--- config.mk ---
export PLATFORM = sky130hd
export DESIGN_NAME = mmio_trigger
export DESIGN_NICKNAME = d
export VERILOG_FILES = /design/src/design/dmem_pkg.sv /design/src/design/mmio_trigger.sv
export SDC_FILE = /design/constraint.sdc
export NUM_CORES = 1
export LEC_CHECK = 0
export BUFFER_PORTS_ARGS = -buffer_cell sky130_fd_sc_hd__buf_2
export CAP_MARGIN = 10
export CORE_UTILIZATION = 21
export CTS_BUF_LIST = sky130_fd_sc_hd__clkbuf_2
export CTS_CLUSTER_DIAMETER = 200
export DETAILED_ROUTE_END_ITERATION = 8
export GPL_ROUTABILITY_DRIVEN = 1
export PLACE_DENSITY = 0.87
export SYNTH_ARGS = -nofsm -noshare
export SYNTH_HDL_FRONTEND = slang
export SYNTH_SLANG_ARGS = --single-unit
--- constraint.sdc ---
create_clock -name clk -period 1.3 [get_ports clk]
set_input_delay 0.26 -clock clk [delete_from_list [all_inputs] [get_ports clk]]
set_output_delay 0.26 -clock clk [all_outputs]
set_load 0.1 [all_outputs]
--- src/design/dmem_pkg.sv ---
package dmem_pkg;

    localparam int addr_w            = 17;
    localparam int mem_bytes         = 2 ** addr_w;
    localparam int data_w            = 32;
    localparam int word_bytes        = data_w / 8;           // lanes per word
    localparam logic [addr_w-1:0] mmio_trigger_addr = 17'h00100;

    // access mode, shared by loads and stores
    typedef enum logic [2:0] {
        op_none   = 3'd0,
        op_word   = 3'd1,
        op_half   = 3'd2,
        op_byte   = 3'd3,
        op_half_u = 3'd4,
        op_byte_u = 3'd5
    } mem_op_e;

    // request from a peer, held until granted
    typedef struct packed {
        logic              we;
        mem_op_e           op;
        logic [addr_w-1:0] addr;
        logic [data_w-1:0] wdata;
    } mem_req_t;

    // one-cycle response pulse
    typedef struct packed {
        logic              valid;
        logic [data_w-1:0] rdata;
    } mem_rsp_t;

    // byte lane request into the RAM, lane 0 is the lowest address
    typedef struct packed {
        logic                      we;
        logic [addr_w-1:0]         addr;
        logic [2:0]                nbytes;    // 0 to 4
        logic [word_bytes-1:0][7:0] lanes;
    } lane_req_t;

    // number of bytes an access touches, zero for no access
    function automatic logic [2:0] op_nbytes(mem_op_e op);
        case (op)
            op_word:
                return 3'd4;
            op_half, op_half_u:
                return 3'd2;
            op_byte, op_byte_u:
                return 3'd1;
            default:
                return 3'd0;
        endcase
    endfunction

endpackage

--- src/design/mmio_trigger.sv ---
module mmio_trigger
    import dmem_pkg::*;
(
    input  logic              clk,
    input  logic              rst,
    input  mem_req_t          req,
    input  logic              valid,
    input  logic              trigger,
    output logic [data_w-1:0] rdata
);

    logic sel;
    logic clr;
    logic flag;

    assign sel = valid && (req.addr == mmio_trigger_addr);
    assign clr = sel && req.we && (op_nbytes(req.op) != 3'd0) && req.wdata[0];

    // sticky flag, set wins over clear
    always_ff @(posedge clk)
    begin
        if (rst)
            flag <= 1'b0;
        else if (trigger)
            flag <= 1'b1;
        else if (clr)
            flag <= 1'b0;
    end

    // captured on a status load, flag in bit 0
    always_ff @(posedge clk)
    begin
        if (rst)
            rdata <= '0;
        else if (sel && !req.we)
            rdata <= data_w'(flag);
    end

endmodule

# After elaboration in Yosys (flattened, before gate mapping)
# Index checks and enable logic that the tools add are counted.
[word_totals] regBits=2 in_bits=57 out_inout_bits=32 wordCells=21
[op_classes] n_eq_ne=6 n_mux=3 reduce_logical=10
[op_table] operator="17-bit by 9-bit == test with 1-bit output, second input constant" n=1
[op_table] operator="3-bit one-hot mux with 3 select lines" n=1
[op_table] operator="3-bit by 2-bit == test with 1-bit output, second input constant" n=2
[op_table] operator="3-bit == test, second input constant" n=2
[op_table] operator="1-bit logical AND" n=5
[op_table] operator="2-bit OR reduction" n=2
[op_table] operator="3-bit by 1-bit == test with 1-bit output, second input constant" n=1
[op_table] operator="3-bit nonzero test" n=1
[op_table] operator="1-bit 2-to-1 mux" n=2
[op_table] operator="2-bit nonzero test" n=1
[op_table] operator="1-bit zero test" n=1

# Depth between registers and ports, before layout
[depth] word_depth=8 ltp_mapped=4 ltp_nobuf=4

# Least setup slack after synthesis
# No wires, ideal clock.
[synth_path] path_type="register to register" start="register rdata[0] (netlist name)" end="register rdata[0]" setup_time_ns=0.070 arrival_ns=1.306 required_ns=1.230 path_slack_ns=-0.075 stages_incl_launch_ff=4 n_path_buf=0 period_less_slack_ns=1.375 cell_sequence="dfxtp_1 inv_1 a31o_1 a21oi_1"
[synth_rtl] element="end signal, assigned" line="mmio_trigger.sv:36" source="rdata <= data_w'(flag);"
[synth_rtl] element="end, declared" line="mmio_trigger.sv:9" source="output logic [data_w-1:0] rdata"

# Final worst setup path
[layout_path] start="input port req[37] (netlist bit)" end="register rdata[0]"
[layout_between] elab_chain_cells=3
[layout_lines] element="start, declared" line="mmio_trigger.sv:6" source="input mem_req_t req,"
[layout_lines] element="17-bit by 9-bit == test with 1-bit output" line="mmio_trigger.sv:16" source="assign sel = valid && (req.addr == mmio_trigger_addr);"
[layout_lines] element="1-bit logical AND" line="mmio_trigger.sv:16"
[layout_lines] element="1-bit logical AND" line="mmio_trigger.sv:35" source="else if (sel && !req.we)"
# No other way between the ends.
# A chain may end at the register's enable or synchronous reset.

==> results.json <==
{
  "status": "finished, final reports clean",
  "cts_sinks": 2,
  "final_nets": 137,
  "ys_ff_latch": 2,
  "syn_inst": 50,
  "cts_max_level": 1,
  "vias": 346,
  "drtAntennaViolNets": 0,
  "yosys.area.top_type": "buf_4",
  "max_stage_delay_ns": 0.53,
  "first_pass_iters": 1,
  "track_usage": 0.0684,
  "critPathBufInv": 1,
  "setup_viol": 0,
  "start_util": 0.225,
  "drv_cap": 0,
  "final_layout_size_suffix_gt1_frac": 0.410,
  "rows": 15,
  "yosys-top-cells-area": "buf_4 59%, dfxtp_1 10%, nor4b_1 4.5%, nor3_4 4.1%, or4_4 2.9%",
  "drv_slew": 0,
  "rsz0062_at_grt": "false",
  "hold_depth": 2,
  "whs_ns": 0.232,
  "period_minus_slack_ns": 1.21,
  "critPathCaptureType": "flop",
  "netlist_area_um2": 393,
  "yosys.cell_types.count": 17,
  "r2r_cells": 3,
  "avgSynthCellArea_um2": 7.86,
  "cts_hold_buffers": 0,
  "worstPathRequired_ns": 1.37,
  "path_delay_family": "simple AND/OR/NAND/NOR gates",
  "arrival_ns": 1.28,
  "critPathKind": "in -> reg",
  "die_x_um": 45.3,
  "clock_latency_ns": 0.19,
  "ys_seq_area_frac": 0.102,
  "r2r_end": "rdata[0]",
  "antenna_found_initial": 0,
  "critPathSlowestCell": "or4_4",
  "ctsResizeCount": 0,
  "totalWireLength_um": 633,
  "cts_tree": "yes",
  "whs_endpoint": "rdata[0]",
  "hold_class": "in -> reg",
  "nFillCells": 205,
  "drc": 0,
  "grt_pass1_wl_um": 862,
  "die_h_um": 45.3,
  "yosysWarningCount": 0,
  "root_buffer": "clkbuf_2",
  "finalClockSkew_ns": 0.00229,
  "postCtsSetupBuffers": 0,
  "yosysTopAreaCellShare": 0.592,
  "hp-start": "rst",
  "grt_pass1_vias": 246,
  "cts-buffers-inserted": 3,
  "start_kind": "primary input",
  "fin_crit_sh": 0.927,
  "core_mm2": 0.00175,
  "max_clock_freq_ghz": 0.830,
  "power.total_uw": 597,
  "wl_per_cell_um": 6.15,
  "diodes": 0,
  "finalHoldViolCount": 0,
  "critPathMaxFanout": 3,
  "cts_buffer_depth": 2,
  "rr_startpoint": "rdata[0]",
  "hpwl_um": 600,
  "grt_max_degree": 4,
  "p_leak_uw": 0.000269,
  "reg2reg_slack_ns": 0.54,
  "port_buffers": 26,
  "gp_congestion": 0.708,
  "clkTransAtPathRegs_ns": 0.03,
  "p_per_area_mw_per_mm2": 1280,
  "dieArea_mm2": 0.00205,
  "drtIter0Drc": 0,
  "cp_cell_sequence": "buf_2 -> or4_4 -> nor3_4 -> a31o_1 -> a21oi_1",
  "ios": 89,
  "area_delta_synth_final_pct": 18.5,
  "peakVddDrop_mv": 0.334,
  "vias_per_cell": 3.36,
  "overflow": 0
}
==> area by class of cell <==
cell class / count / area (um2) / area share
Inverter: 2 / 7.51 / 0.0161
Sequential cell: 2 / 41.3 / 0.0887
Timing Repair Buffer: 26 / 145 / 0.312
Multi-Input combinational cell: 45 / 225 / 0.484
Tap cell: 25 / 31.3 / 0.0672
Clock buffer: 3 / 15.0 / 0.0323
==> worst register-to-register path, cell delays in order, from the launching register on <==
cell and delay, ns:
dfxtp_2 0.34, inv_1 0.04, a31o_1 0.18, a21oi_1 0.12
==> synth_stat cells <==
cell type and n:
a2111oi_0 1, a21oi_1 1, a31o_1 1, a31oi_1 1, and3_1 1, buf_4 31
conb_1 1, dfxtp_1 2, inv_1 2, nand2_1 1, nand4_1 1, nor3_1 1
nor3_4 1, nor4_1 1, nor4b_1 2, o21bai_1 1, or4_4 1
==> state kept, by name, indices dropped and copies added, names as in the netlist <==
register  count
rdata         1
flag          1
==> cells by family (layout without fill, tap and decap cells) <==
| family | after synthesis | in the layout | share of synthesized area |
|---|---|---|---|
| AND/OR/NAND/NOR | 9 | 9 | 0.185 |
| other | 1 | 31 | 0.00954 |
| buffers and inverters | 33 | 31 | 0.611 |
| AO/OA/AOI/OAI | 5 | 5 | 0.0924 |
| flip-flops | 2 | 2 | 0.102 |
==> stage by stage <==
| step | instance area [um2] | utilization | std cells | TNS [ns] | worst slack, ns |
|---|---|---|---|---|---|
| 2_1_floorplan | 507 | - | 80 | 0 | 0.0550 |
| 3_3_place_gp | 450 | 0.258 | 100 | -0.0807 | -0.0807 |
| 3_5_place_dp | 450 | 0.258 | 100 | -0.107 | -0.107 |
| 4_1_cts | 465 | 0.267 | 103 | 0 | 0.102 |
| 5_1_grt | 465 | 0.267 | 103 | 0 | 0.0345 |
| 6_report | 465 | 0.267 | 103 | 0 | 0.0946 |
==> per-layer routing <==
metal	up-vias	track usage	share of wire
li1	163	-	-
met1	146	0.0430	0.28
met2	35	0.119	0.53
met3	2	0.0120	0.15
met4	0	0.127	0.036
met5	-	0	0
==> worst max path at each step <==
stage / startpoint / end / slack [ns] / depth (start not counted)
3_5_place_dp: req[37] / rdata[0] / -0.11 / 5
6_report: req[37] / rdata[0] / 0.09 / 5
2_1_floorplan: req[37] / rdata[0] / 0.05 / 4
5_1_grt: req[37] / rdata[0] / 0.03 / 5
4_1_cts: req[37] / rdata[0] / 0.10 / 5
3_3_place_gp: req[37] / rdata[0] / -0.08 / 5
==> report_power, final <==
group	internal, uW	switching, uW
Combinational	32.6	405
Clock	61.0	33.5
Sequential	64.2	1.02
Total	158	439
==> placed cells by master (no fill, tap or decap) <==
cell type  Yosys  routed
nor3_1         1       1
nor3_4         1       1
or4_4          1       1
conb_1         1      31
buf_12         0       1
nand2_1        1       1
dfxtp_1        2       1
a2111oi_0      1       1
dfxtp_2        0       1
buf_2          0      25
nor4b_1        2       2
and3_1         1       1
nor4_1         1       1
clkbuf_2       0       3
o21bai_1       1       1
nand4_1        1       1
a21oi_1        1       1
a31o_1         1       1
a31oi_1        1       1
inv_1          2       2
No activity file was read; power rests on OpenSTA's default activity.
