**src/design/dmem_pkg.sv**
```systemverilog
package dmem_pkg;

    localparam int addr_w            = 17;
    localparam int mem_bytes         = 2 ** addr_w;
    localparam int data_w            = 32;
    localparam int word_bytes        = data_w / 8;           // lanes per word
    localparam logic [addr_w-1:0] mmio_trigger_addr = 17'h00100;

    // access mode, shared by loads and stores
    typedef enum logic [2:0] {
        op_none   = 3'd0,
        op_word   = 3'd1,
        op_half   = 3'd2,
        op_byte   = 3'd3,
        op_half_u = 3'd4,
        op_byte_u = 3'd5
    } mem_op_e;

    // request from a peer, held until granted
    typedef struct packed {
        logic              we;
        mem_op_e           op;
        logic [addr_w-1:0] addr;
        logic [data_w-1:0] wdata;
    } mem_req_t;

    // one-cycle response pulse
    typedef struct packed {
        logic              valid;
        logic [data_w-1:0] rdata;
    } mem_rsp_t;

    // byte lane request into the RAM, lane 0 is the lowest address
    typedef struct packed {
        logic                      we;
        logic [addr_w-1:0]         addr;
        logic [2:0]                nbytes;    // 0 to 4
        logic [word_bytes-1:0][7:0] lanes;
    } lane_req_t;

    // number of bytes an access touches, zero for no access
    function automatic logic [2:0] op_nbytes(mem_op_e op);
        case (op)
            op_word:
                return 3'd4;
            op_half, op_half_u:
                return 3'd2;
            op_byte, op_byte_u:
                return 3'd1;
            default:
                return 3'd0;
        endcase
    endfunction

endpackage

```
**src/design/mem_arbiter.sv**
```systemverilog
module mem_arbiter
    import dmem_pkg::*;
(
    input  logic              clk,
    input  logic              rst,
    input  mem_req_t          core_req,
    input  logic              core_valid,
    input  mem_req_t          eng_req,
    input  logic              eng_valid,
    output logic              core_gnt,
    output logic              eng_gnt,
    output mem_req_t          acc_req,
    input  logic [data_w-1:0] acc_rdata,
    output mem_rsp_t          core_rsp,
    output mem_rsp_t          eng_rsp
);

    logic core_own;   // core owns the response this cycle
    logic eng_own;

    // fixed priority, core first
    assign core_gnt = core_valid;
    assign eng_gnt  = eng_valid && !core_valid;
    assign acc_req  = core_valid ? core_req : eng_req;

    always_ff @(posedge clk)
    begin
        if (rst)
        begin
            core_own <= 1'b0;
            eng_own  <= 1'b0;
        end
        else
        begin
            core_own <= core_gnt;
            eng_own  <= eng_gnt;
        end
    end

    // route the response only to its owner
    always_comb
    begin
        core_rsp.valid = core_own;
        core_rsp.rdata = core_own ? acc_rdata : '0;
        eng_rsp.valid  = eng_own;
        eng_rsp.rdata  = eng_own ? acc_rdata : '0;
    end

endmodule

```
**config.mk**
```make
export PLATFORM = sky130hd
export DESIGN_NAME = mem_arbiter
export DESIGN_NICKNAME = d
export VERILOG_FILES = /design/src/design/dmem_pkg.sv /design/src/design/mem_arbiter.sv
export SDC_FILE = /design/constraint.sdc
export NUM_CORES = 1
export LEC_CHECK = 0
export BUFFER_PORTS_ARGS = -buffer_cell sky130_fd_sc_hd__buf_2
export CELL_PAD_IN_SITES_DETAIL_PLACEMENT = 0
export CELL_PAD_IN_SITES_GLOBAL_PLACEMENT = 1
export CORE_AREA = 2 2 102 104
export CTS_BUF_LIST = sky130_fd_sc_hd__clkbuf_4
export DETAILED_ROUTE_END_ITERATION = 8
export DIE_AREA = 0 0 104 106
export GPL_ROUTABILITY_DRIVEN = 0
export PLACE_DENSITY = 0.73
export SLEW_MARGIN = 20
export SYNTH_ARGS = -nofsm -noshare
export SYNTH_HDL_FRONTEND = slang
export SYNTH_SLANG_ARGS = --single-unit
```
**constraint.sdc**
```tcl
create_clock -name clk -period 1.8 [get_ports clk]
set_input_delay 0.18 -clock clk [delete_from_list [all_inputs] [get_ports clk]]
set_output_delay 0.18 -clock clk [all_outputs]
set_load 0.05 [all_outputs]
```
Word-level counts from Yosys, hierarchy flattened
Index checks and enable logic that the tools add are counted.
{"block": "word_totals", "regBits": 2, "in_bits": 142, "out_inout_bits": 121, "elab_cells": 7}
{"block": "op_classes", "mux": 3, "n_reduce_logical": 2}
{"operator": "$mux W32", "n": 2}
{"operator": "$mux W53", "n": 1}
{"operator": "$logic_and A1 B1 Y1", "n": 1}
{"operator": "$logic_not A1 Y1", "n": 1}

Logic depth before layout (Yosys ltp)
{"block": "depth", "word_depth": 2, "mapped_depth": 3}

Worst setup path after synthesis
No wires, ideal clock.
{"block": "synth_timing", "kind": "input port to output port", "start": "input core_valid", "end": "output eng_gnt", "arrival_ps": 1151, "t_required_ps": 1620, "slack_ps": 469, "path_stages": 3, "cell_sequence": "buf_6 -> buf_6 -> nor2b_1"}
{"block": "synth_via", "elab_chain_cells": 2}
{"item": "start, declared", "line": "mem_arbiter.sv:7", "source": "input logic core_valid,"}
{"item": "$logic_not A1 Y1", "line": "mem_arbiter.sv:23", "source": "assign eng_gnt = eng_valid && !core_valid;"}
{"item": "$logic_and A1 B1 Y1", "line": "mem_arbiter.sv:23"}
{"item": "end, declared", "line": "mem_arbiter.sv:11", "source": "output logic eng_gnt,"}
Every way passes these cells.

==> impl_metrics.env <==
export IMPL_path_buf_inv=2
export IMPL_netlist_cell_type_count=10
export IMPL_critPathTopFamily="buffers and inverters"
export IMPL_fp_dieW_um=104
export IMPL_register_area_um2=40.0
export IMPL_synth_area_leaders="sky130_fd_sc_hd__mux2_4 43%, sky130_fd_sc_hd__and2_1 31%, sky130_fd_sc_hd__mux2_2 14%"
export IMPL_wire_per_inst_um=12.6
export IMPL_setup_worst_path_class="flip-flop to output pin"
export IMPL_timing_critical_path_fanout_max=29
export IMPL_maxSlewHeadroom_pct=81.7
export IMPL_floorplan_initialDensity_pct=13.0
export IMPL_seq_area_frac_synth_pct=3.07
export IMPL_post_cts_repair_setup_buffers=0
export IMPL_cts_root_to_sink_buffers=2
export IMPL_placement_rows=37
export IMPL_io_buffer_count=262
export IMPL_worstHoldPathCells=2
export IMPL_syn_mean_instance_area_um2=9.51
export IMPL_power_leakage_uw=0.00174
export IMPL_post_cts_resize_count=0
export IMPL_area_of_combinational_cells_with_multiple_inputs_um2=1160
export IMPL_fp_dieArea_um2=11000
export IMPL_cts_buffers=3
export IMPL_worst_path_max_delay_cell="sky130_fd_sc_hd__dfxtp_1"
export IMPL_max_cap_viol_count=0
export IMPL_dpl_cell_count=524
export IMPL_overflow=0
export IMPL_grtUsageTotal_pct=11.2
export IMPL_cts_sinks=2
export IMPL_vias=1984
export IMPL_via_per_inst=3.76
export IMPL_final_setup_violation_count=0
export IMPL_max_vdd_ir_drop_mv=0.154
export IMPL_period_minus_slack_ns=1.44
export IMPL_grt_max_degree=33
export IMPL_grt_pass1_wl_um=9920
export IMPL_min_delay_path_class="input pin to flip-flop"
export IMPL_hold_path_end="core_own$_SDFF_PP0_"
export IMPL_number_of_antenna_violations_at_the_first_check_in_global_routing=1
export IMPL_clkPwrFrac_pct=7.9
export IMPL_power_internal_uw=485
export IMPL_htree_levels=1
export IMPL_seq_power_share_pct=4.0
export IMPL_layout_filler_cell_count=1108
export IMPL_synthesis_area_um2=1300
export IMPL_path_cells="buf_4 > and2_1 > buf_2"
export IMPL_dr_first_iter_drc_count=74
export IMPL_place_hpwl_um=6100
export IMPL_fp_coreArea_um2=10000
export IMPL_number_of_global_route_vias_before_repair=1987
export IMPL_cts_tree="done"
export IMPL_post_synth_top_area_fraction_pct=42.7
export IMPL_drive_above_1_share_pct=82.4
export IMPL_worst_hold_startpoint="rst"
export IMPL_crit_required_ns=1.62
export IMPL_drt_first_pass_iters=4
export IMPL_clock_pin_slew_on_the_worst_setup_and_hold_paths_ns=0.03
export IMPL_critical_path_max_stage_delay_ns=0.36
export IMPL_area_delta_synth_final_pct=113
export IMPL_detail_route_wirelength_um=6660
export IMPL_root_buffer="sky130_fd_sc_hd__clkbuf_4"
export IMPL_ys_warn_count=0
export IMPL_timing_critical_path_from_type="flip-flop"
export IMPL_rsz0062_at_grt="no"
export IMPL_tightest_slew_ns=0.276
export IMPL_postSynthRegisterBits=2
export IMPL_synth_fp_nets=279
export IMPL_maximum_frequency_from_static_timing_analysis_mhz=692
export IMPL_pwr_density_cell_nw_per_um2=436
export IMPL_critical_path_sink_type="output pin"
export IMPL_final_max_slew_violation_count=0
export IMPL_instances_no_fill=527
export IMPL_netSwitchingPower_uw=722
export IMPL_die_h_um=106
export IMPL_synth_cells=137
export IMPL_portion_of_total_power_attributed_to_combinational_logic_pct=88.1
export IMPL_critical_path_arrival_ns=1.26
export IMPL_pin_count=263
export IMPL_accumulated_negative_setup_slack_ns=0
export IMPL_finish_net_count=535
export IMPL_run_status="finished, final reports clean"
export IMPL_detail_route_drc_violations=0
export IMPL_number_of_antenna_diodes=0
export IMPL_post_route_period_util_pct=80.2
export IMPL_synth_largest_area_cell="sky130_fd_sc_hd__mux2_4"
export IMPL_holdBufCountCts=0
export IMPL_finalHoldViolations=0
export IMPL_drtAntennaViolNets=0
export IMPL_power_share_switching_pct=59.8
-- worst max-delay path by stage --
stage / slack (ns) / from / end / cells past startpoint
2_1_floorplan: 0.47 / core_valid / eng_gnt / 3
3_3_place_gp: 0.51 / core_valid / acc_req[0] / 4
4_1_cts: 0.33 / eng_own$_SDFF_PP0_ / eng_rsp[20] / 3
6_report: 0.36 / core_own$_SDFF_PP0_ / core_rsp[27] / 3
5_1_grt: 0.25 / eng_own$_SDFF_PP0_ / eng_rsp[20] / 3
3_5_place_dp: 0.50 / core_valid / acc_req[10] / 4
-- sequential cells by signal (all words and copies together) (netlist names) --
name / cells
core_own: 1
eng_own: 1
-- synth_stat cells --
| library cell | n |
|---|---|
| sky130_fd_sc_hd__dfxtp_1 | 2 |
| sky130_fd_sc_hd__buf_6 | 5 |
| sky130_fd_sc_hd__buf_2 | 1 |
| sky130_fd_sc_hd__mux2_4 | 37 |
| sky130_fd_sc_hd__clkbuf_1 | 6 |
| sky130_fd_sc_hd__nor3b_1 | 1 |
| sky130_fd_sc_hd__mux2_2 | 16 |
| sky130_fd_sc_hd__nor2b_1 | 2 |
| sky130_fd_sc_hd__and2_1 | 64 |
| sky130_fd_sc_hd__buf_4 | 3 |
-- final cells by class --
| class | count | area share [%] |
|---|---|---|
| Multi-Input combinational cell | 120 | 41.7 |
| Tap cell | 136 | 6.14 |
| Clock buffer | 3 | 0.813 |
| Timing Repair Buffer | 266 | 49.9 |
| Sequential cell | 2 | 1.45 |
-- power by group through the flow --
stage                     registers [µW]  logic [µW]  clock network, µW
after floorplan                     49.3         767                  0
after global placement              49.4        1060                  0
after detailed placement            49.1        1070                  0
after CTS                           48.6        1070                102
after global routing                48.7        1110                109
final                               48.4        1060               95.5
-- metrics by stage --
| step | hold slack [ns] | setup WS (ns) | util, % | total power [µW] | instance area (µm²) |
|---|---|---|---|---|---|
| 6_report | 0.135 | 0.356 | 27.7 | 1210 | 2770 |
| 3_3_place_gp | 0.361 | 0.505 | 27.5 | 1110 | 2750 |
| 3_5_place_dp | 0.363 | 0.495 | 27.5 | 1120 | 2750 |
| 5_1_grt | 0.136 | 0.248 | 27.7 | 1270 | 2770 |
| 4_1_cts | 0.128 | 0.327 | 27.7 | 1220 | 2770 |
| 2_1_floorplan | 0.252 | 0.469 | - | 816 | 1300 |
-- cells by family (layout without fill, tap and decap cells) --
group / Yosys count / count (layout) / synth area share, %
simple gates: 67 / 67 / 32.3
mux: 53 / 53 / 56.5
buf+inv: 15 / 269 / 8.16
flops: 2 / 2 / 3.07
-- placed cells by master (no fill, tap or decap) --
| master | instances |
|---|---|
| sky130_fd_sc_hd__and2_1 | 64 |
| sky130_fd_sc_hd__buf_12 | 3 |
| sky130_fd_sc_hd__buf_2 | 261 |
| sky130_fd_sc_hd__buf_4 | 2 |
| sky130_fd_sc_hd__clkbuf_4 | 3 |
| sky130_fd_sc_hd__dfxtp_1 | 2 |
| sky130_fd_sc_hd__mux2_2 | 16 |
| sky130_fd_sc_hd__mux2_4 | 37 |
| sky130_fd_sc_hd__nor2b_1 | 2 |
| sky130_fd_sc_hd__nor3b_1 | 1 |
-- metal layers --
| metal | GRT usage, % | part of all wire, % | vias to the layer above |
|---|---|---|---|
| met2 | 23.0 | 55 | 154 |
| met1 | 11.6 | 35 | 866 |
| met3 | 2.39 | 9.7 | 4 |
| met5 | 0 | 0 | - |
| li1 | - | - | 960 |
| met4 | 2.03 | 0.44 | 0 |
No activity file was read; power rests on OpenSTA's default activity.
