`src/design/dmem_pkg.sv`:
```
package dmem_pkg;

    localparam int addr_w            = 17;
    localparam int mem_bytes         = 2 ** addr_w;
    localparam int data_w            = 32;
    localparam int word_bytes        = data_w / 8;           // lanes per word
    localparam logic [addr_w-1:0] mmio_trigger_addr = 17'h00100;

    // access mode, shared by loads and stores
    typedef enum logic [2:0] {
        op_none   = 3'd0,
        op_word   = 3'd1,
        op_half   = 3'd2,
        op_byte   = 3'd3,
        op_half_u = 3'd4,
        op_byte_u = 3'd5
    } mem_op_e;

    // request from a peer, held until granted
    typedef struct packed {
        logic              we;
        mem_op_e           op;
        logic [addr_w-1:0] addr;
        logic [data_w-1:0] wdata;
    } mem_req_t;

    // one-cycle response pulse
    typedef struct packed {
        logic              valid;
        logic [data_w-1:0] rdata;
    } mem_rsp_t;

    // byte lane request into the RAM, lane 0 is the lowest address
    typedef struct packed {
        logic                      we;
        logic [addr_w-1:0]         addr;
        logic [2:0]                nbytes;    // 0 to 4
        logic [word_bytes-1:0][7:0] lanes;
    } lane_req_t;

    // number of bytes an access touches, zero for no access
    function automatic logic [2:0] op_nbytes(mem_op_e op);
        case (op)
            op_word:
                return 3'd4;
            op_half, op_half_u:
                return 3'd2;
            op_byte, op_byte_u:
                return 3'd1;
            default:
                return 3'd0;
        endcase
    endfunction

endpackage

```
`src/design/copy_engine.sv`:
```
module copy_engine
    import dmem_pkg::*;
(
    input  logic              clk,
    input  logic              rst,
    input  logic              start,
    input  logic [addr_w-1:0] src,
    input  logic [addr_w-1:0] dst,
    input  logic [7:0]        len,
    output mem_req_t          req,
    output logic              req_valid,
    input  logic              gnt,
    input  mem_rsp_t          rsp,
    output logic              busy,
    output logic              done
);

    typedef enum logic [1:0] {
        s_idle,
        s_read,
        s_wait,     // waits for the load and then the store response
        s_write
    } state_e;

    state_e            state;
    logic [addr_w-1:0] src_q;
    logic [addr_w-1:0] dst_q;
    logic [7:0]        cnt;       // words left, current one included
    logic [data_w-1:0] data_q;
    logic              wr_pend;   // waiting on the store response

    always_ff @(posedge clk)
    begin
        if (rst)
        begin
            state   <= s_idle;
            done    <= 1'b0;
            wr_pend <= 1'b0;
        end
        else
        begin
            done <= 1'b0;
            case (state)
                s_idle:
                    if (start)
                    begin
                        if (len == 8'd0)
                            done <= 1'b1;         // nothing to move
                        else
                            state <= s_read;
                    end
                s_read:
                    if (gnt)
                    begin
                        wr_pend <= 1'b0;
                        state   <= s_wait;
                    end
                s_wait:
                    if (rsp.valid)
                    begin
                        if (!wr_pend)
                            state <= s_write;
                        else if (cnt == 8'd1)
                        begin
                            state <= s_idle;
                            done  <= 1'b1;
                        end
                        else
                            state <= s_read;
                    end
                s_write:
                    if (gnt)
                    begin
                        wr_pend <= 1'b1;
                        state   <= s_wait;
                    end
                default:
                    state <= s_idle;
            endcase
        end
    end

    always_ff @(posedge clk)
    begin
        if (state == s_idle && start)
        begin
            src_q <= src;
            dst_q <= dst;
            cnt   <= len;
        end
        else if (state == s_wait && rsp.valid)
        begin
            if (!wr_pend)
                data_q <= rsp.rdata;              // word to store
            else
            begin
                src_q <= src_q + addr_w'(word_bytes);
                dst_q <= dst_q + addr_w'(word_bytes);
                cnt   <= cnt - 8'd1;
            end
        end
    end

    assign busy      = (state != s_idle);
    assign req_valid = (state == s_read) || (state == s_write);

    always_comb
    begin
        req.we    = (state == s_write);
        req.op    = op_word;
        req.addr  = (state == s_write) ? dst_q : src_q;
        req.wdata = (state == s_write) ? data_q : '0;
    end

endmodule

```
`config.mk`:
```
export PLATFORM = sky130hd
export DESIGN_NAME = copy_engine
export DESIGN_NICKNAME = d
export VERILOG_FILES = /design/src/design/dmem_pkg.sv /design/src/design/copy_engine.sv
export SDC_FILE = /design/constraint.sdc
export NUM_CORES = 1
export LEC_CHECK = 0
export ABC_AREA = 1
export BUFFER_PORTS_ARGS = -buffer_cell sky130_fd_sc_hd__buf_2
export CAP_MARGIN = 20
export CORE_ASPECT_RATIO = 0.7
export CORE_MARGIN = 10
export CORE_UTILIZATION = 40
export DETAILED_ROUTE_END_ITERATION = 8
export GPL_TIMING_DRIVEN = 0
export PLACE_DENSITY = 0.74
export SLEW_MARGIN = 20
export SYNTH_ARGS = -nofsm -noshare
export SYNTH_HDL_FRONTEND = slang
export SYNTH_SLANG_ARGS = --single-unit
export TNS_END_PERCENT = 5
```
`constraint.sdc`:
```
create_clock -name clk -period 6.3 [get_ports clk]
set_clock_uncertainty 0.2 [all_clocks]
set_input_delay 0.63 -clock clk [delete_from_list [all_inputs] [get_ports clk]]
set_output_delay 0.63 -clock clk [all_outputs]
set_load 0.02 [all_outputs]
```
Word-level counts from Yosys, hierarchy flattened
Cells that the tools add are included. Widths: inputs -> output; s select.

Bits of input ports: 79. Output and inout bits: 56. Word-level logic and storage cells: 63. Flip-flop bits (word level): 78.

Add/subtract/negate cells: 3. Reduce and logical (&&, ||, !) cells: 14. Multiplexer cells: 27. Eq/ne operators: 10. Bitwise gates (word level): 2.

Operators by type and width (count): $mux 17 (7); $add 17x3->17 const B (2); $mux 32 (1); $mux 8 (3); $mux 2 (5); $eq 8x1->1 const B (1); $logic_not 8->1 (1); $mux 1 (8); $ne 2x2->1 const B (4); $reduce_bool 2->1 (4); $sub 8x1->8 const B (1); $pmux 2 s3 (1); $reduce_and 3->1 (2); $eq 2x2->1 const B (2); $ne 2x1->1 const B (2); $pmux 1 s2 (2); $reduce_and 4->1 (1); $eq 2x1->1 const B (1); $logic_and 1x1->1 (2); $logic_not 2->1 (1); $not 1->1 (2); $reduce_and 2->1 (1); $reduce_or 2->1 (1); $logic_or 1x1->1 (1).

Longest topological paths before layout
Gate-level depths: netlist of the first run.

Depth in word-level cells: 5. Mapped depth: 9. Gate-level depth less buffers: 9.

Least setup slack after synthesis of the first run
No wires, ideal clock.

Kind: input -> register. Start point: input port rsp[32] (netlist bit). End point: register cnt[0] (enable). Path slack: 2.142 ns. Arrival time: 3.472 ns. Stages: 2. Cells stage by stage: nand3_1 o21ai_0.

Cells in the longest elaborated chain, start to end: 3.

RTL lines: start: declaration (line copy_engine.sv:13) `input mem_rsp_t rsp,`; $logic_and 1x1->1 (line copy_engine.sv:91) `else if (state == s_wait && rsp.valid)`; $reduce_bool 2->1 (no line); $reduce_and 2->1 (no line); end signal: assignment (line copy_engine.sv:89) `cnt <= len;`; end signal: assignment (line copy_engine.sv:99) `cnt <= cnt - 8'd1;`; end: declaration (line copy_engine.sv:28) `logic [7:0] cnt;`.

Every way passes these cells. A chain may end at the register's enable or synchronous reset.

==> results of run 1 <==
## cells in the final DEF, fill, tap and decap left out, types with 5 or more instances in the layout
master / instances
nand2_1: 147
buf_2: 138
edfxtp_1: 74
inv_1: 72
nor2_1: 67
nand3_1: 39
o21ai_0: 29
nand4_1: 9
clkbuf_16: 9
clkbuf_1: 7
a21oi_1: 6
xnor2_1: 5
## how the worst max path moves through the flow
stage | from | to | cells past startpoint | slack (ns)
after CTS | state[0] | req[37] | 4 | 3.56
after global routing | state[0] | req[44] | 4 | 3.43
final | state[0] | req[44] | 4 | 3.53
after floorplan | rsp[32] | cnt[0] | 2 | 2.14
after detailed placement | rsp[32] | dst_q[14] | 4 | 3.94
after global placement | rsp[32] | dst_q[13] | 3 | 0.68
## power by group
part | switching (mW) | total [mW] | internal (mW)
Combinational | 0.218 | 0.336 | 0.118
Clock | 0.228 | 0.540 | 0.312
Sequential | 0.0473 | 0.692 | 0.645
## worst max-delay path, cell delays in order, from the launching register on
cell and delay, ns:
dfxtp_1 0.46, nand2_1 0.29, clkbuf_1 0.29, o21ai_0 0.32, buf_2 0.23
## per-stage QoR
stage	setup WS, ns	util (%)	hold WS (ns)	total power [mW]
after floorplan	2.142	-	0.2668	0.9096
after global placement	0.6782	48.83	0.3044	1.020
after detailed placement	3.938	49.54	0.3368	1.038
after CTS	3.557	52.49	0.2486	1.573
after global routing	3.430	52.49	0.2436	1.643
final	3.533	52.49	0.2586	1.569
## kinds of logic (layout without fill, tap and decap cells)
family / after synthesis / in the layout / synth area share [%]
DFF: 78 / 78 / 54.89
adders and majority gates: 4 / 4 / 1.193
AOI/OAI and AO/OA: 47 / 47 / 6.116
buffers and inverters: 92 / 241 / 8.890
xor gates and xnor gates: 8 / 8 / 1.671
and+or+nand+nor: 272 / 272 / 27.06
other: 2 / 3 / 0.1791
## final cells by class
type / instances / area [µm²] / area share, %
inverters: 74 / 277.8 / 5.148
plain buffers: 18 / 95.09 / 1.763
multi-input cells: 334 / 1541 / 28.57
clock buffers: 9 / 225.2 / 4.174
clock inverters: 7 / 77.57 / 1.438
flip-flops and latches: 78 / 2302 / 42.67
well taps: 132 / 165.2 / 3.061
repair buffers: 133 / 710.7 / 13.17
## metal layers
layer	global-route usage, %	routed length [µm]	share of wire (%)
met1	19.31	5181	43
met2	25.81	5821	48
met3	5.695	877	7.3
met4	3.890	197	1.6
met5	0	0	0
## state kept, by name (all words and copies together), names as in the netlist
name,cells
done,1
data_q,32
src_q,17
cnt,8
state,2
dst_q,17
wr_pend,1
==> impl_metrics.tcl, run 1 <==
set metrics [dict create \
    drive_gt1_share_pct 26.34 \
    ir_drop_uv 149.9 \
    finalSetupTns_ns 0 \
    synth_area_leaders "edfxtp_1, nand2_1, inv_1" \
    wirelength_um 12080 \
    cts_root_buffer "clkbuf_16" \
    antenna_found_initial 0 \
    synth_edf_count 74 \
    holdPathEnd "data_q[24]" \
    synth_most_common_cell "nand2_1" \
    powerDensity_mw_per_mm2 290.7 \
    end_kind "output port" \
    cts_tree "built" \
    seq_area_frac_synth_pct 54.89 \
    drv_cap 0 \
    cts_buffer_depth 2 \
    num_antenna_cells 0 \
    grt_pass1_wl_um 19000 \
    reg2reg_to "dst_q[14]" \
    min_period_over_period_pct 43.93 \
    worst-r2r-cell-count 4 \
    startpoint_type "register" \
    die_w_um 142.4 \
    fmax_ghz 0.3614 \
    worstSetupPathType "register to output port" \
    power_leakage_nw 2.656 \
    cts_sinks 78 \
    hold_start "rsp[24]" \
    rows 31 \
    post_cts_buffers 0 \
    worstPathRequired_ns 5.47 \
    syn-cell-area_mm2 0.004194 \
    ys_types 29 \
    hpwl_um 9505 \
    drt_first_pass_iters 5 \
    worstMarginPinSlew_ns 0.6559 \
    r2r-start "state[0]" \
    dieArea_mm2 0.01505 \
    route.vias.total 3802 \
    coreArea_mm2 0.01028 \
    syn-instance-count 503 \
    ant_nets 0 \
    drc 0 \
    status "complete, no violations" \
    post_cts_resize_count 0 \
    numCtsBuffers 9 \
    rsz0062_at_grt "false" \
    max_slew_margin_pct 56.11 \
    io_pins 135 \
    ys_ff_latch 78 \
    grt_pass1_vias 3763 \
    netlist.top_cell.by_area "edfxtp_1" \
    grt_overflow 0 \
    cts_hold_buffers 0 \
    drtIter0Drc 288 \
    place_inst 769 \
    synth_flop_cell "edfxtp_1" \
    reg2reg_slack_ns 4.17 \
    grt_max_degree 23 \
    finalHoldViolations 0 \
    globalRouteTotalUtil_pct 15.74 \
    final_cells 785 \
    portBuffers 131 \
    design_area_mm2 0.005395 \
    setup_violations 0 \
    n_fill_cell 968 \
    period_minus_slack_ns 2.767 \
    area_delta_synth_final_pct 28.64 \
    h-tree-depth 3 \
    synth_commonest_cells "nand2_1, edfxtp_1, inv_1, nor2_1, nand3_1" \
    place_area_mm2 0.005092 \
    die_h_um 105.7 \
    cts.clk_slew.worst_paths_ns 0.07 \
    drv_slew 0 \
    yosys_warnings 0 \
    crit_fanout 10 \
    vias_per_cell 4.843 \
    clk_latency_ns 0.34 \
    synth_top_cell_area_share_pct 52.98 \
    drt-wirelength-per-cell_um 15.38 \
    syn_area_per_cell_um2 8.338 \
    hold_depth 1 \
    hp-class "input port to register" \
    layout.nets 731 \
    place_congestion 0.9068 \
    ys_async_sr_fraction_pct 0 \
    cp.arrival_ns 1.94 \
    initial_core_util_pct 40.80 \
]
No activity file was read; power rests on OpenSTA's default activity.
==> inputs of run 2 (changes only) <==
Settings changed: ABC_AREA 1 to 0, PLACE_DENSITY 0.74 to 0.78.
Clock period 6.3 ns to 2.5 ns, I/O delays scaled along.
==> run 2 against run 1 <==
Net effect: worst setup slack worse by 3.4 ns; first-iteration DRC count down 2.1%; clock power up 150%; largest cell class unchanged; critical endpoint is now dst_q[6]; via count down 7.4%; synthesized cell count down 28%; register-to-register slack worse by 4.0 ns; highest routed layer unchanged.
==> impl_metrics.tcl, run 2 <==
set metrics [dict create \
    initial_core_util_pct 40.87 \
    register_area_mm2 0.002302 \
    finalSetupTns_ns 0 \
    busiest_layer "met2" \
    cts_buffer_depth 2 \
    post_cts_buffers 0 \
    powerDensity_mw_per_mm2 668.3 \
    worstSetupPathType "register to register" \
    largest-register "data_q" \
    syn-cell-area_mm2 0.003943 \
    drc 0 \
    drv_slew 0 \
    ys_ff_latch 78 \
    globalRouteTotalUtil_pct 16.67 \
    dieArea_mm2 0.01429 \
    cp.arrival_ns 2.21 \
    die_h_um 103.1 \
    largest_reg_flops 32 \
    drtIter0Drc 282 \
    largestRegisters "data_q x32, dst_q x17, src_q x17" \
    multi_input_area_mm2 0.001529 \
    power_leakage_nw 2.444 \
    cts_tree "built" \
    num_antenna_cells 0 \
    met1_usage_pct 20.30 \
    h-tree-depth 3 \
    synth_edf_count 74 \
    drive_gt1_share_pct 31.99 \
    drt-wirelength-per-cell_um 17.16 \
    grt_pass1_wl_um 19110 \
    yosys_warnings 0 \
    die_w_um 138.7 \
    final_common_cell "buf_2" \
    synth_top_cell_area_share_pct 56.36 \
    n_fill_cell 796 \
    wirelength_um 11960 \
    io_pins 135 \
    numCtsBuffers 9 \
    portBuffers 131 \
    antenna_found_initial 0 \
    setup_violations 0 \
    cts.clk_slew.worst_paths_ns 0.06 \
    met2_usage_pct 27.74 \
    clk_latency_ns 0.34 \
    coreArea_mm2 0.009647 \
    route.vias.total 3522 \
    syn_area_per_cell_um2 10.83 \
    seq_area_frac_synth_pct 58.39 \
    hp-class "input port to register" \
    layout.nets 647 \
    synth_commonest_cells "edfxtp_1, nand2_1, and3_1, o21ai_0, xnor2_1" \
    finalHoldViolations 0 \
    place_congestion 0.9216 \
    drv_cap 0 \
    startpoint_type "register" \
    final_cell_mix "buf_2, edfxtp_1, dlygate4sd3_1" \
    drt_first_pass_iters 5 \
    rsz0062_at_grt "false" \
    place_area_mm2 0.004827 \
    grt_pass1_vias 3664 \
    synth_most_common_cell "edfxtp_1" \
    cts_root_buffer "clkbuf_16" \
    period_minus_slack_ns 2.372 \
    max_slew_margin_pct 56.77 \
    synth_flop_cell "edfxtp_1" \
    design_area_mm2 0.005698 \
    grt_overflow 0 \
    ys_async_sr_fraction_pct 0 \
    crit_fanout 20 \
    cts_sinks 78 \
    status "complete, no violations" \
    min_period_over_period_pct 94.86 \
    netlist.top_cell.by_area "edfxtp_1" \
    worstPathRequired_ns 2.34 \
    grt_max_degree 21 \
    ant_nets 0 \
    end_kind "register" \
    area_delta_synth_final_pct 44.53 \
    ys_types 37 \
    hpwl_um 8556 \
    vias_per_cell 5.053 \
    worstMarginPinSlew_ns 0.6425 \
    rows 30 \
    met3_usage_pct 5.154 \
    syn-instance-count 364 \
    synth_area_leaders "edfxtp_1, nand2_1, and3_1" \
    ir_drop_uv 298.8 \
    fmax_ghz 0.4217 \
]
==> run 2: routing by layer <==
metal | routed length, µm | vias up
li1 | - | 1700
met1 | 5100 | 1656
met2 | 5805 | 148
met3 | 829 | 18
met4 | 228 | 0
met5 | 0 | -
==> run 2: layout make-up <==
cell class,count,share of cell area (%)
Buffer,22,1.801
Clock inverter,5,1.032
Clock buffer,11,4.260
Multi-Input combinational cell,254,26.83
Tap cell,128,2.811
Timing Repair Buffer,188,22.13
Inverter,11,0.7246
Sequential cell,78,40.40
==> run 2: report_power, final <==
group | switching [mW] | internal, mW
Clock | 0.525 | 0.801
Combinational | 0.427 | 0.333
Sequential | 0.116 | 1.61
Total | 1.07 | 2.74
==> run 2: stage by stage <==
stage / worst slack (ns) / util (%) / instances / power [mW] / hold WS (ns)
finish: 0.1284 / 59.07 / 697 / 3.808 / 0.006911
global route: 0.01991 / 59.07 / 697 / 3.994 / 0.001710
CTS: 0.01703 / 58.95 / 697 / 3.826 / 0.001193
detailed placement: -0.1984 / 50.04 / 626 / 2.429 / 0.2281
global placement: -0.8768 / 49.39 / 624 / 2.384 / 0.2268
floorplan: -0.1524 / - / 365 / 2.151 / 0.1191
==> run 2: path summary, 6_finish.rpt <==
path / start / to / slack, ns / cells past startpoint
hold / removal: src[5] / src_q[5] / 0.007 / 3
setup reg to reg: state[0] / dst_q[6] / 0.13 / 5
setup / recovery: state[0] / dst_q[6] / 0.13 / 5
hold reg to reg: state[1] / state[1] / 0.45 / 3
==> run 2: kinds of logic (layout without fill, tap and decap cells) <==
logic type                 count (synthesis)  in the layout  share of synthesized area, %
xor gates and xnor gates                  28             28                         6.220
AOI/OAI and AO/OA                         49             49                         6.728
and+or+nand+nor                          158            158                         20.18
muxes                                     12             12                         3.427
other                                      2              3                        0.1905
buffers and inverters                     33            237                         3.586
adders and majority gates                  4              4                         1.269
DFF                                       78             78                         58.39
==> run 2: what timing repair did <==
item	4_1_cts	5_1_grt
endpoints found under the setup margin	47	28
resized for setup	3	3
hold endpoints to repair	55	0
hold buffers	55	0
==> run 2: critical path, cell delays in order, from the launching register on <==
cell	delay, ns
dfxtp_1	0.35
or3b_2	0.52
clkbuf_1	0.26
clkbuf_2	0.31
nand2_8	0.23
buf_16	0.19
